## src/fixed_point_pkg.sv

```systemverilog
`default_nettype none

package fixed_point_pkg;

  // Number format.
  localparam int DEFAULT_BIT_WIDTH  = 16;  // Total sample width.
  localparam int DEFAULT_DECIMAL_PT = 8;   // Fraction bits, Q8.8.

  // Butterfly FSM.
  typedef enum logic [1:0] {
    bf_idle,  // Waiting for operands.
    bf_calc,  // Forming W*b.
    bf_done   // Holding c and d.
  } bfly_state_e;

endpackage

`default_nettype wire

```

## src/fft_pkg.sv

```systemverilog
`default_nettype none

package fft_pkg;

  localparam int DEFAULT_N_SAMPLES = 8;

  // How a butterfly applies its twiddle to b.
  typedef enum logic [2:0] {
    tw_general,    // Full complex multiply.
    tw_one,        // W = 1.
    tw_minus_one,  // W = -1.
    tw_minus_j,    // W = -j.
    tw_plus_j      // W = +j.
  } twiddle_kind_e;

  function automatic int stage_count(input int n_samples);
    return $clog2(n_samples);
  endfunction

  // Lower sample index of butterfly b in a stage.
  function automatic int pair_low(input int stage, input int b);
    int half;
    half = 1 << stage;
    return (b / half) * (2 * half) + (b % half);
  endfunction

  function automatic int pair_high(input int stage, input int b);
    return pair_low(stage, b) + (1 << stage);
  endfunction

  function automatic int bit_reverse(input int idx, input int n_bits);
    int rev;
    rev = 0;
    for (int i = 0; i < n_bits; i++) begin
      rev = (rev << 1) | ((idx >> i) & 1);
    end
    return rev;
  endfunction

  function automatic int twiddle_index(input int stage, input int b, input int n_samples);
    return (b % (1 << stage)) * (n_samples / (1 << (stage + 1)));
  endfunction

  function automatic twiddle_kind_e twiddle_kind(input int k, input int n_samples);
    if (k == 0) return tw_one;
    if (k == n_samples / 2) return tw_minus_one;
    if (k == n_samples / 4) return tw_minus_j;
    if (k == 3 * n_samples / 4) return tw_plus_j;
    return tw_general;
  endfunction

endpackage

`default_nettype wire

```

## src/fft_crossbar.sv

```systemverilog
`default_nettype none

module fft_crossbar #(
  parameter int BIT_WIDTH = fixed_point_pkg::DEFAULT_BIT_WIDTH,
  parameter int N_SAMPLES = fft_pkg::DEFAULT_N_SAMPLES,
  parameter int STAGE_FFT = 0,
  parameter bit FRONT     = 1'b1
) (
  input  logic [BIT_WIDTH-1:0] recv_real [N_SAMPLES],
  input  logic [BIT_WIDTH-1:0] recv_imag [N_SAMPLES],
  input  logic                 recv_val,
  output logic                 recv_rdy,

  output logic [BIT_WIDTH-1:0] send_real [N_SAMPLES],
  output logic [BIT_WIDTH-1:0] send_imag [N_SAMPLES],
  output logic                 send_val,
  input  logic                 send_rdy
);

  import fft_pkg::*;

  localparam int LOG_N = stage_count(N_SAMPLES);

  // One transfer moves every lane at once.
  assign send_val = recv_val;
  assign recv_rdy = send_rdy;

  for (genvar b = 0; b < N_SAMPLES / 2; b++) begin : g_pair
    localparam int LO = pair_low(STAGE_FFT, b);
    localparam int HI = pair_high(STAGE_FFT, b);

    if (FRONT) begin : g_front
      // Stage 0 sees natural order and reads through the bit reversal.
      localparam int SRC_LO = (STAGE_FFT == 0) ? bit_reverse(LO, LOG_N) : LO;
      localparam int SRC_HI = (STAGE_FFT == 0) ? bit_reverse(HI, LOG_N) : HI;

      assign send_real[2*b]   = recv_real[SRC_LO];
      assign send_imag[2*b]   = recv_imag[SRC_LO];
      assign send_real[2*b+1] = recv_real[SRC_HI];
      assign send_imag[2*b+1] = recv_imag[SRC_HI];
    end else begin : g_back
      assign send_real[LO] = recv_real[2*b];  // c goes back to the low index.
      assign send_imag[LO] = recv_imag[2*b];
      assign send_real[HI] = recv_real[2*b+1];
      assign send_imag[HI] = recv_imag[2*b+1];
    end
  end

endmodule

`default_nettype wire

```

## src/twiddle_generator.sv

```systemverilog
`default_nettype none

module twiddle_generator #(
  parameter int BIT_WIDTH = fixed_point_pkg::DEFAULT_BIT_WIDTH,
  parameter int N_SAMPLES = fft_pkg::DEFAULT_N_SAMPLES,
  parameter int STAGE_FFT = 0
) (
  input  logic [BIT_WIDTH-1:0] sine_wave    [N_SAMPLES],
  output logic [BIT_WIDTH-1:0] twiddle_real [N_SAMPLES/2],
  output logic [BIT_WIDTH-1:0] twiddle_imag [N_SAMPLES/2]
);

  import fft_pkg::*;

  // Quarter period offset turns the sine table into a cosine table.
  localparam int QUARTER = N_SAMPLES / 4;

  for (genvar b = 0; b < N_SAMPLES / 2; b++) begin : g_tw
    localparam int K      = twiddle_index(STAGE_FFT, b, N_SAMPLES);
    localparam int COS_IX = (K + QUARTER) % N_SAMPLES;

    logic [BIT_WIDTH-1:0] sin_k;
    logic [BIT_WIDTH-1:0] cos_k;

    assign sin_k = sine_wave[K];
    assign cos_k = sine_wave[COS_IX];

    // W_k = cos - j*sin.
    assign twiddle_real[b] = cos_k;
    assign twiddle_imag[b] = -sin_k;  // Wraps for the most negative code.
  end

endmodule

`default_nettype wire

```

## src/fixed_point_butterfly.sv

```systemverilog
`default_nettype none

module fixed_point_butterfly #(
  parameter int                     BIT_WIDTH  = fixed_point_pkg::DEFAULT_BIT_WIDTH,
  parameter int                     DECIMAL_PT = fixed_point_pkg::DEFAULT_DECIMAL_PT,
  parameter fft_pkg::twiddle_kind_e KIND       = fft_pkg::tw_general
) (
  input  logic                 clk,
  input  logic                 rst,

  input  logic [BIT_WIDTH-1:0] a_real,
  input  logic [BIT_WIDTH-1:0] a_imag,
  input  logic [BIT_WIDTH-1:0] b_real,
  input  logic [BIT_WIDTH-1:0] b_imag,
  input  logic [BIT_WIDTH-1:0] w_real,
  input  logic [BIT_WIDTH-1:0] w_imag,
  input  logic                 recv_val,
  output logic                 recv_rdy,

  output logic [BIT_WIDTH-1:0] c_real,
  output logic [BIT_WIDTH-1:0] c_imag,
  output logic [BIT_WIDTH-1:0] d_real,
  output logic [BIT_WIDTH-1:0] d_imag,
  output logic                 send_val,
  input  logic                 send_rdy
);

  import fixed_point_pkg::*;
  import fft_pkg::*;

  localparam int PW = 2 * BIT_WIDTH;  // Full product width.
  localparam int CW = $clog2(BIT_WIDTH);

  bfly_state_e state;
  logic [CW-1:0] count;
  logic last_bit;
  logic accept;

  logic [BIT_WIDTH-1:0] a_real_q;
  logic [BIT_WIDTH-1:0] a_imag_q;
  logic [BIT_WIDTH-1:0] b_real_q;
  logic [BIT_WIDTH-1:0] b_imag_q;
  logic [PW-1:0] br_sh;  // Multiplicands, shift left.
  logic [PW-1:0] bi_sh;
  logic [BIT_WIDTH-1:0] wr_sh;  // Multipliers, shift right.
  logic [BIT_WIDTH-1:0] wi_sh;
  logic [PW-1:0] p_rr;
  logic [PW-1:0] p_ii;
  logic [PW-1:0] p_ri;
  logic [PW-1:0] p_ir;
  logic [BIT_WIDTH-1:0] wb_real;
  logic [BIT_WIDTH-1:0] wb_imag;

  // Partial product for one multiplier bit; the sign bit weighs negative.
  function automatic logic [PW-1:0] term(input logic [PW-1:0] mcand, input logic w_bit,
                                         input logic neg);
    if (!w_bit) return '0;
    return neg ? -mcand : mcand;
  endfunction

  assign recv_rdy = (state == bf_idle);
  assign send_val = (state == bf_done);
  assign accept   = recv_val && recv_rdy;
  assign last_bit = (count == CW'(BIT_WIDTH - 1));

  always_ff @(posedge clk) begin
    if (rst) begin
      state <= bf_idle;
      count <= '0;
    end else begin
      case (state)
        bf_idle: begin
          if (recv_val) state <= bf_calc;
          count <= '0;
        end
        bf_calc: begin
          count <= count + 1'b1;
          if (KIND != tw_general || last_bit) state <= bf_done;
        end
        bf_done: if (send_rdy) state <= bf_idle;
        default: state <= bf_idle;
      endcase
    end
  end

  always_ff @(posedge clk) begin
    if (accept) begin
      a_real_q <= a_real;
      a_imag_q <= a_imag;
      b_real_q <= b_real;
      b_imag_q <= b_imag;
      br_sh    <= {{BIT_WIDTH{b_real[BIT_WIDTH-1]}}, b_real};
      bi_sh    <= {{BIT_WIDTH{b_imag[BIT_WIDTH-1]}}, b_imag};
      wr_sh    <= w_real;
      wi_sh    <= w_imag;
      p_rr     <= '0;
      p_ii     <= '0;
      p_ri     <= '0;
      p_ir     <= '0;
    end else if (state == bf_calc) begin
      p_rr  <= p_rr + term(br_sh, wr_sh[0], last_bit);
      p_ii  <= p_ii + term(bi_sh, wi_sh[0], last_bit);
      p_ri  <= p_ri + term(br_sh, wi_sh[0], last_bit);
      p_ir  <= p_ir + term(bi_sh, wr_sh[0], last_bit);
      br_sh <= br_sh << 1;
      bi_sh <= bi_sh << 1;
      wr_sh <= wr_sh >> 1;
      wi_sh <= wi_sh >> 1;
    end
  end

  // W*b, each product truncated before the sum.
  always_comb begin
    case (KIND)
      tw_one: begin
        wb_real = b_real_q;
        wb_imag = b_imag_q;
      end
      tw_minus_one: begin
        wb_real = -b_real_q;
        wb_imag = -b_imag_q;
      end
      tw_minus_j: begin
        wb_real = b_imag_q;
        wb_imag = -b_real_q;
      end
      tw_plus_j: begin
        wb_real = -b_imag_q;
        wb_imag = b_real_q;
      end
      default: begin
        wb_real = p_rr[DECIMAL_PT +: BIT_WIDTH] - p_ii[DECIMAL_PT +: BIT_WIDTH];
        wb_imag = p_ri[DECIMAL_PT +: BIT_WIDTH] + p_ir[DECIMAL_PT +: BIT_WIDTH];
      end
    endcase
  end

  assign c_real = a_real_q + wb_real;
  assign c_imag = a_imag_q + wb_imag;
  assign d_real = a_real_q - wb_real;
  assign d_imag = a_imag_q - wb_imag;

endmodule

`default_nettype wire

```

## src/fft_stage.sv

```systemverilog
`default_nettype none

module fft_stage #(
  parameter int BIT_WIDTH  = fixed_point_pkg::DEFAULT_BIT_WIDTH,
  parameter int DECIMAL_PT = fixed_point_pkg::DEFAULT_DECIMAL_PT,
  parameter int N_SAMPLES  = fft_pkg::DEFAULT_N_SAMPLES,
  parameter int STAGE_FFT  = 0
) (
  input  logic                 clk,
  input  logic                 rst,

  input  logic [BIT_WIDTH-1:0] recv_real [N_SAMPLES],
  input  logic [BIT_WIDTH-1:0] recv_imag [N_SAMPLES],
  input  logic                 recv_val,
  output logic                 recv_rdy,

  output logic [BIT_WIDTH-1:0] send_real [N_SAMPLES],
  output logic [BIT_WIDTH-1:0] send_imag [N_SAMPLES],
  output logic                 send_val,
  input  logic                 send_rdy,

  input  logic [BIT_WIDTH-1:0] sine_wave [N_SAMPLES]
);

  import fft_pkg::*;

  localparam int N_BFLY = N_SAMPLES / 2;

  logic [BIT_WIDTH-1:0] pair_real [N_SAMPLES];  // Lanes 2b and 2b+1 feed butterfly b.
  logic [BIT_WIDTH-1:0] pair_imag [N_SAMPLES];
  logic [BIT_WIDTH-1:0] bfly_real [N_SAMPLES];
  logic [BIT_WIDTH-1:0] bfly_imag [N_SAMPLES];
  logic [BIT_WIDTH-1:0] twiddle_real [N_BFLY];
  logic [BIT_WIDTH-1:0] twiddle_imag [N_BFLY];

  logic pair_val;
  logic pair_rdy;
  logic bfly_val;
  logic bfly_rdy;
  logic [N_BFLY-1:0] bf_recv_rdy;
  logic [N_BFLY-1:0] bf_send_val;

  // Butterflies start and release as one group.
  assign pair_rdy = &bf_recv_rdy;
  assign bfly_val = &bf_send_val;

  fft_crossbar #(
    .BIT_WIDTH(BIT_WIDTH),
    .N_SAMPLES(N_SAMPLES),
    .STAGE_FFT(STAGE_FFT),
    .FRONT    (1'b1)
  ) u_xbar_in (
    .recv_real(recv_real),
    .recv_imag(recv_imag),
    .recv_val (recv_val),
    .recv_rdy (recv_rdy),
    .send_real(pair_real),
    .send_imag(pair_imag),
    .send_val (pair_val),
    .send_rdy (pair_rdy)
  );

  twiddle_generator #(
    .BIT_WIDTH(BIT_WIDTH),
    .N_SAMPLES(N_SAMPLES),
    .STAGE_FFT(STAGE_FFT)
  ) u_twiddle (
    .sine_wave   (sine_wave),
    .twiddle_real(twiddle_real),
    .twiddle_imag(twiddle_imag)
  );

  for (genvar b = 0; b < N_BFLY; b++) begin : g_bfly
    localparam twiddle_kind_e KIND = twiddle_kind(twiddle_index(STAGE_FFT, b, N_SAMPLES),
                                                  N_SAMPLES);

    fixed_point_butterfly #(
      .BIT_WIDTH (BIT_WIDTH),
      .DECIMAL_PT(DECIMAL_PT),
      .KIND      (KIND)
    ) u_bfly (
      .clk     (clk),
      .rst     (rst),
      .a_real  (pair_real[2*b]),
      .a_imag  (pair_imag[2*b]),
      .b_real  (pair_real[2*b+1]),
      .b_imag  (pair_imag[2*b+1]),
      .w_real  (twiddle_real[b]),
      .w_imag  (twiddle_imag[b]),
      .recv_val(pair_val && pair_rdy),
      .recv_rdy(bf_recv_rdy[b]),
      .c_real  (bfly_real[2*b]),
      .c_imag  (bfly_imag[2*b]),
      .d_real  (bfly_real[2*b+1]),
      .d_imag  (bfly_imag[2*b+1]),
      .send_val(bf_send_val[b]),
      .send_rdy(bfly_rdy && bfly_val)
    );
  end

  fft_crossbar #(
    .BIT_WIDTH(BIT_WIDTH),
    .N_SAMPLES(N_SAMPLES),
    .STAGE_FFT(STAGE_FFT),
    .FRONT    (1'b0)
  ) u_xbar_out (
    .recv_real(bfly_real),
    .recv_imag(bfly_imag),
    .recv_val (bfly_val),
    .recv_rdy (bfly_rdy),
    .send_real(send_real),
    .send_imag(send_imag),
    .send_val (send_val),
    .send_rdy (send_rdy)
  );

endmodule

`default_nettype wire

```

## src/fft_top.sv

```systemverilog
`default_nettype none

module fft_top #(
  parameter int BIT_WIDTH  = fixed_point_pkg::DEFAULT_BIT_WIDTH,
  parameter int DECIMAL_PT = fixed_point_pkg::DEFAULT_DECIMAL_PT,
  parameter int N_SAMPLES  = fft_pkg::DEFAULT_N_SAMPLES
) (
  input  logic                 clk,
  input  logic                 rst,

  input  logic [BIT_WIDTH-1:0] recv_real [N_SAMPLES],
  input  logic [BIT_WIDTH-1:0] recv_imag [N_SAMPLES],
  input  logic                 recv_val,
  output logic                 recv_rdy,

  input  logic [BIT_WIDTH-1:0] sine_wave [N_SAMPLES],

  output logic [BIT_WIDTH-1:0] send_real [N_SAMPLES],
  output logic [BIT_WIDTH-1:0] send_imag [N_SAMPLES],
  output logic                 send_val,
  input  logic                 send_rdy
);

  import fft_pkg::*;

  localparam int STAGES = stage_count(N_SAMPLES);

  // Link s is the input of stage s, link STAGES the output.
  logic [BIT_WIDTH-1:0] link_real [STAGES+1][N_SAMPLES];
  logic [BIT_WIDTH-1:0] link_imag [STAGES+1][N_SAMPLES];
  logic                 link_val  [STAGES+1];
  logic                 link_rdy  [STAGES+1];

  assign link_real[0] = recv_real;
  assign link_imag[0] = recv_imag;
  assign link_val[0]  = recv_val;
  assign recv_rdy     = link_rdy[0];

  assign send_real        = link_real[STAGES];
  assign send_imag        = link_imag[STAGES];
  assign send_val         = link_val[STAGES];
  assign link_rdy[STAGES] = send_rdy;

  for (genvar s = 0; s < STAGES; s++) begin : g_stage
    fft_stage #(
      .BIT_WIDTH (BIT_WIDTH),
      .DECIMAL_PT(DECIMAL_PT),
      .N_SAMPLES (N_SAMPLES),
      .STAGE_FFT (s)
    ) u_stage (
      .clk      (clk),
      .rst      (rst),
      .recv_real(link_real[s]),
      .recv_imag(link_imag[s]),
      .recv_val (link_val[s]),
      .recv_rdy (link_rdy[s]),
      .send_real(link_real[s+1]),
      .send_imag(link_imag[s+1]),
      .send_val (link_val[s+1]),
      .send_rdy (link_rdy[s+1]),
      .sine_wave(sine_wave)  // Same table for every stage.
    );
  end

endmodule

`default_nettype wire

```

## config.mk

```make
export PLATFORM = sky130hd
export DESIGN_NAME = fft_top
export DESIGN_NICKNAME = d
export VERILOG_FILES = /design/src/fixed_point_pkg.sv /design/src/fft_pkg.sv /design/src/fft_crossbar.sv /design/src/twiddle_generator.sv /design/src/fixed_point_butterfly.sv /design/src/fft_stage.sv /design/src/fft_top.sv
export SDC_FILE = /design/constraint.sdc
export NUM_CORES = 2
export LEC_CHECK = 0
export BUFFER_PORTS_ARGS = -buffer_cell sky130_fd_sc_hd__buf_4
export CAP_MARGIN = 40
export CORE_MARGIN = 2
export CORE_UTILIZATION = 49
export CTS_BUF_LIST = sky130_fd_sc_hd__clkbuf_4 sky130_fd_sc_hd__clkbuf_8
export CTS_CLUSTER_DIAMETER = 80
export DETAILED_ROUTE_END_ITERATION = 8
export GPL_ROUTABILITY_DRIVEN = 0
export HOLD_SLACK_MARGIN = 0.15
export PLACE_DENSITY = 0.75
export SYNTH_ARGS = -nofsm -noshare
export SYNTH_HDL_FRONTEND = slang
export SYNTH_SLANG_ARGS = --single-unit
```

## constraint.sdc

```tcl
create_clock -name clk -period 10 [get_ports clk]
set_input_delay 2 -clock clk [delete_from_list [all_inputs] [get_ports clk]]
set_output_delay 2 -clock clk [all_outputs]
set_load 0.005 [all_outputs]
```

Word-level counts from Yosys, hierarchy flattened
Index checks and enable logic that the tools add are counted.
- word-level logic and storage cells: 329
- register bits: 1184
- output and inout port bits: 258
- input port bits: 388
- mux-type cells: 82
- $add $sub $neg: 71
- reductions and logical operators: 50
- eq/ne operators: 52
- operators with widths (operator ; number):
    32-bit 2-to-1 mux ; 40
    16-bit adder ; 26
    16-bit subtractor ; 26
    32-bit adder ; 8
    16-bit 2-to-1 mux ; 8
    32-bit negation ; 4
    16-bit negation ; 5
    2-bit one-hot mux with 3 select lines ; 12
    2-bit by 1-bit != test with 1-bit output, second input constant ; 21
    2-bit by 1-bit equality test with 1-bit output, second input constant ; 12
    2-bit equality test, second input constant ; 12
    2-bit zero test ; 12
    4-bit AND reduction ; 6
    2-bit AND reduction ; 10
    1-bit logical AND ; 16
    2-bit 2-to-1 mux ; 8
    4-bit one-hot mux with 2 select lines ; 2
    1-bit 2-to-1 mux ; 12
    2-bit != test, second input constant ; 5
    4-bit by 1-bit adder with 4-bit output, second input constant ; 2
    4-bit equality test, second input constant ; 2
    2-bit nonzero test ; 4
    3-bit AND reduction ; 2

Logic depth before layout (Yosys ltp)
- depth in word-level cells: 9
- mapped depth: 22
- gate-level depth less buffers: 22

Cells and area by module
From an unflattened synthesis, not the netlist that was laid out.
- cell total of the unflattened synthesis: 11603
- area total of the unflattened synthesis: 102407.0 sq um
- by module, submodules not included (module ; instances ; seq. area each (sq um) ; cells an instance ; area each (sq um)):
    fixed_point_butterfly (g_stage[0].u_stage.g_bfly[1].u_bfly ...) ; 4 ; 1961.9 ; 529 ; 5168.7
    fixed_point_butterfly (g_stage[2].u_stage.g_bfly[3].u_bfly) ; 1 ; 5405.2 ; 2178 ; 17870.9
    fixed_point_butterfly (g_stage[2].u_stage.g_bfly[1].u_bfly) ; 1 ; 5405.2 ; 2089 ; 17399.2
    fft_crossbar ; 6 ; 0.0 ; 258 ; 1936.9
    fixed_point_butterfly (g_stage[1].u_stage.g_bfly[3].u_bfly) ; 1 ; 1961.9 ; 560 ; 5370.2
    fixed_point_butterfly (g_stage[1].u_stage.g_bfly[1].u_bfly) ; 1 ; 1961.9 ; 518 ; 5162.5
    fixed_point_butterfly (g_stage[0].u_stage.g_bfly[0].u_bfly) ; 1 ; 1961.9 ; 533 ; 5157.4
    fixed_point_butterfly (g_stage[0].u_stage.g_bfly[3].u_bfly) ; 1 ; 1961.9 ; 516 ; 5029.8
    fixed_point_butterfly (g_stage[2].u_stage.g_bfly[2].u_bfly) ; 1 ; 1961.9 ; 496 ; 5029.8
    fixed_point_butterfly (g_stage[1].u_stage.g_bfly[0].u_bfly) ; 1 ; 1961.9 ; 495 ; 4964.8
    twiddle_generator (g_stage[2].u_stage.u_twiddle) ; 1 ; 0.0 ; 219 ; 1611.5
    twiddle_generator (g_stage[1].u_stage.u_twiddle) ; 1 ; 0.0 ; 174 ; 1266.2
    twiddle_generator (g_stage[0].u_stage.u_twiddle) ; 1 ; 0.0 ; 149 ; 1143.6
    fft_stage ; 3 ; 0.0 ; 4 ; 35.0

Worst setup path before layout
No wires, ideal clock.
- kind: reg2out
- from: reg g_stage[2].u_stage.g_bfly[1].u_bfly.p_rr[8]
- to: out send_real[47] (netlist name)
- setup slack: 3842 ps
- data required time: 8000 ps
- buffers on the path: 1
- arrival time: 4158 ps
- cell stages (with the launch flop): 23
- cells stage by stage: dfxtp_1 > inv_1 > ha_1 > inv_1 > fa_1 > a21o_1 > a21oi_1 > o21bai_1 > a21oi_1 > nor2b_1 > nor2_1 > inv_1 > a21oi_1 > xnor2_1 > ha_1 > clkbuf_1 > o31ai_1 > a311oi_1 > o21ai_0 > a21o_1 > a221o_1 > a221oi_1 > xnor2_1
- RTL lines (what ; RTL line ; RTL):
    start: declaration ; fixed_point_butterfly.sv:47 ; logic [PW-1:0] p_rr;
    start signal: assignment ; fixed_point_butterfly.sv:101 ; p_rr <= p_rr + term(br_sh, wr_sh[0], last_bit);
    end: declaration ; fft_top.sv:18 ; output logic [BIT_WIDTH-1:0] send_real [N_SAMPLES],

==> metrics.md <==
| Metric | Value |
|---|---|
| Status | `completed` |
| Grt ovf | `0` |
| Clock root buffer | `clkbuf_8` |
| Layout Area Growth over Synthesis | `12.9%` |
| Mapped Nets | `10300` |
| Setup crit start | `g_stage[2].u_stage.g_bfly[1].u_bfly.p_ii[8]$_SDFFE_PP0P_` |
| # setup viols final | `0` |
| CP arrival | `6.13 ns` |
| CP startpoint kind | `flip-flop` |
| Mapped cell area | `82700 µm²` |
| Data required time of the critical path | `8.00 ns` |
| Clock-pin slew on the worst setup and hold paths | `0.06 ns` |
| Hold WC Path Type | `flip-flop to flip-flop` |
| Leak | `0.0403 µW` |
| Drt first pass iters | `8` |
| Via density | `5.75` |
| Initial antenna violation count | `22` |
| Die footprint | `172000 µm²` |
| Commonest cells after routing, fill and taps aside | `ha_1 (988), inv_1 (912), edfxtp_1 (864)` |
| Largest net degree at the start of global routing | `101` |
| Vias in the first global route | `64400` |
| Global Route Usage Sum | `0.266` |
| Power Density | `187 nW/µm²` |
| Avg Inst Size Synth | `9.32 µm²` |
| CTS max path bufs | `3` |
| Crit Reg-Reg Startpoint | `g_stage[2].u_stage.g_bfly[1].u_bfly.br_sh[0]$_SDFFCE_PN0P_` |
| Cts hold-fix bufs | `0` |
| HP Start | `g_stage[2].u_stage.g_bfly[3].u_bfly.p_ii[5]$_SDFFE_PP0P_` |
| Synth async-reset ratio | `0` |
| Post_cts resized | `0` |
| CP max FO | `11` |
| HPWL after DPL | `189000 µm` |
| TritonCTS clock tree | `built` |
| Post-synthesis sequential area ratio | `0.368` |
| Fin. Hold Viols | `0` |
| F_max | `123 MHz` |
| Crit Path Class | `flip-flop to output pin` |
| Cts bufs inserted | `190` |
| FF+latch count, synth | `1088` |
| Util after Layout | `0.557` |
| Post-synth cell types | `86` |
| Max Slew Vio Count | `0` |
| Core Footprint | `167000 µm²` |
| Via count | `67900` |
| Tightest Pin Transition | `0.994 ns` |
| Max-cap violations | `0` |
| Initial core utilization | `0.494` |
| DRC viols | `0` |
| Maximum VDD drop | `259 µV` |
| Fin Clk Skew | `0.0744 ns` |
| Finished layout cell area | `93300 µm²` |
| H-tree Lvls | `4` |
| Detailed Route WL | `238000 µm` |
| Post-CTS setup buffer count | `0` |
| Antenna-violating nets left | `0` |
| Row count | `150` |
| Worst rel slew slack | `0.337` |
| Post-DR wirelength/cell | `20.2 µm` |
| First DRT Iteration DRCs | `6332` |
| Layout cells sized above 1 | `0.107` |
| Die Y | `415 µm` |
| # IOs | `646` |
| DP Area | `89200 µm²` |
| Die W | `415 µm` |
| Unrepaired setup endpoints after global routing | `false` |
| Setup TNS | `0 ns` |
| NumNets Final | `10900` |
| PortBufs | `565` |
| YS warnings | `0` |
| Gate Count Post-Synth | `8870` |
| First-pass GRT wire length | `359000 µm` |
| Endpoint type of the worst setup path | `output pin` |
| Sink Count | `1088` |
| Synth Flop Type | `edfxtp_1` |
| Period Utilization, post-route | `0.813` |
| Tmin final | `8.13 ns` |
| Worst skew pair latency | `0.96 ns` |
| Commonest non-fill, non-tap cell in the layout | `ha_1` |
| Number of synthesized flops with an enable pin | `864` |
==> state kept, by name (all words and copies together) (netlist names) <==
signal	flops
g_stage.u_stage.g_bfly.u_bfly.p_ii	48
g_stage.u_stage.g_bfly.u_bfly.count	8
g_stage.u_stage.g_bfly.u_bfly.br_sh	48
g_stage.u_stage.g_bfly.u_bfly.b_imag_q	160
g_stage.u_stage.g_bfly.u_bfly.a_imag_q	192
g_stage.u_stage.g_bfly.u_bfly.p_ri	48
g_stage.u_stage.g_bfly.u_bfly.bi_sh	48
g_stage.u_stage.g_bfly.u_bfly.wi_sh	32
g_stage.u_stage.g_bfly.u_bfly.p_ir	48
g_stage.u_stage.g_bfly.u_bfly.b_real_q	160
g_stage.u_stage.g_bfly.u_bfly.a_real_q	192
g_stage.u_stage.g_bfly.u_bfly.state	24
g_stage.u_stage.g_bfly.u_bfly.p_rr	48
g_stage.u_stage.g_bfly.u_bfly.wr_sh	32
==> kinds of logic after synthesis <==
group           count (synthesis)  synth area share
flops                        1088             0.368
simple gates                 2538             0.154
xor+xnor                      927            0.0982
buf+inv                      1172            0.0536
fa+ha+maj                    1048             0.164
compound gates               2079             0.159
mux                            18           0.00253
==> power breakdown <==
| group | switching [µW] | internal (µW) |
|---|---|---|
| combinational | 4250 | 2660 |
| clock | 1990 | 2440 |
| sequential | 315 | 5770 |
| total | 6560 | 10900 |
==> Yosys cell counts (43+ instances only) <==
| cell type | n | area (µm²) |
|---|---|---|
| a211oi_1 | 51 | 383 |
| a21boi_0 | 43 | 323 |
| a21o_1 | 168 | 1260 |
| a21oi_1 | 617 | 3090 |
| a31oi_1 | 48 | 300 |
| and2_1 | 54 | 338 |
| and3_1 | 101 | 632 |
| clkbuf_1 | 223 | 837 |
| dfxtp_1 | 224 | 4480 |
| edfxtp_1 | 864 | 25900 |
| fa_1 | 60 | 1200 |
| ha_1 | 988 | 12400 |
| inv_1 | 916 | 3440 |
| nand2_1 | 522 | 1960 |
| nand2b_1 | 139 | 870 |
| nand3_1 | 250 | 1250 |
| nand3b_1 | 45 | 338 |
| nor2_1 | 639 | 2400 |
| nor2b_1 | 298 | 1860 |
| nor3_1 | 189 | 946 |
| nor4_1 | 61 | 382 |
| o211ai_1 | 51 | 383 |
| o21a_1 | 67 | 503 |
| o21ai_0 | 520 | 2600 |
| o21bai_1 | 144 | 1080 |
| o31ai_1 | 53 | 398 |
| o41ai_1 | 45 | 394 |
| or3_1 | 72 | 450 |
| xnor2_1 | 588 | 5150 |
| xor2_1 | 339 | 2970 |
==> per-layer routing <==
metal  global-route usage  routed length, µm  vias to the layer above
li1                     -                  -                    32300
met1                0.345              98200                    32200
met2                0.423             108000                     2763
met3               0.0426              18400                      533
met4                0.148              14200                        4
met5                    0                 21                        -
==> worst paths after layout <==
path | to | slack [ns] | cells past startpoint
worst max-delay path | send_real[47] | 1.87 | 22
worst min register to register | g_stage[2].u_stage.g_bfly[3].u_bfly.p_ii[5]$_SDFFE_PP0P_ | 0.46 | 2
worst max register to register | g_stage[2].u_stage.g_bfly[1].u_bfly.p_rr[17]$_SDFFE_PP0P_ | 4.89 | 17
worst min-delay path | g_stage[2].u_stage.g_bfly[3].u_bfly.p_ii[5]$_SDFFE_PP0P_ | 0.46 | 2
==> critical path: stages (launching register included) <==
cell and delay [ns]:
dfxtp_1 0.39, ha_1 0.19, inv_1 0.05, fa_1 0.39, a21o_1 0.18, a21oi_1 0.24, o21bai_1 0.11, a21oi_1 0.24
nor2b_1 0.07, nor2_1 0.27, inv_1 0.10, a21oi_1 0.26, xnor2_1 0.10, ha_1 0.48, nand2b_1 0.16, o31ai_1 0.07
a311oi_1 0.47, o21ai_0 0.15, a21o_1 0.23, a221o_1 0.33, a221oi_1 0.31, xnor2_1 0.21, buf_4 0.17
==> final cells by class <==
class	instances	area (µm²)
antenna	7	17.5
fill	14500	74100
clock buffer	269	3280
clock inverter	80	759
inverter	919	3450
timing repair buffer	622	4780
sequential	1088	30400
tap	2204	2760
multi-input combinational	6610	47800
==> per-stage QoR <==
stage / setup WS, ns / std cells / power, µW / hold slack (ns)
2_1_floorplan: 3.84 / 8870 / 10300 / 0.432
3_3_place_gp: 3.03 / 11400 / 12600 / 0.449
3_5_place_dp: 2.95 / 11400 / 12900 / 0.455
4_1_cts: 1.85 / 11800 / 17400 / 0.463
5_1_grt: 1.54 / 11800 / 18300 / 0.492
6_report: 1.87 / 11800 / 17400 / 0.461
(Power assumes the default switching activity.)
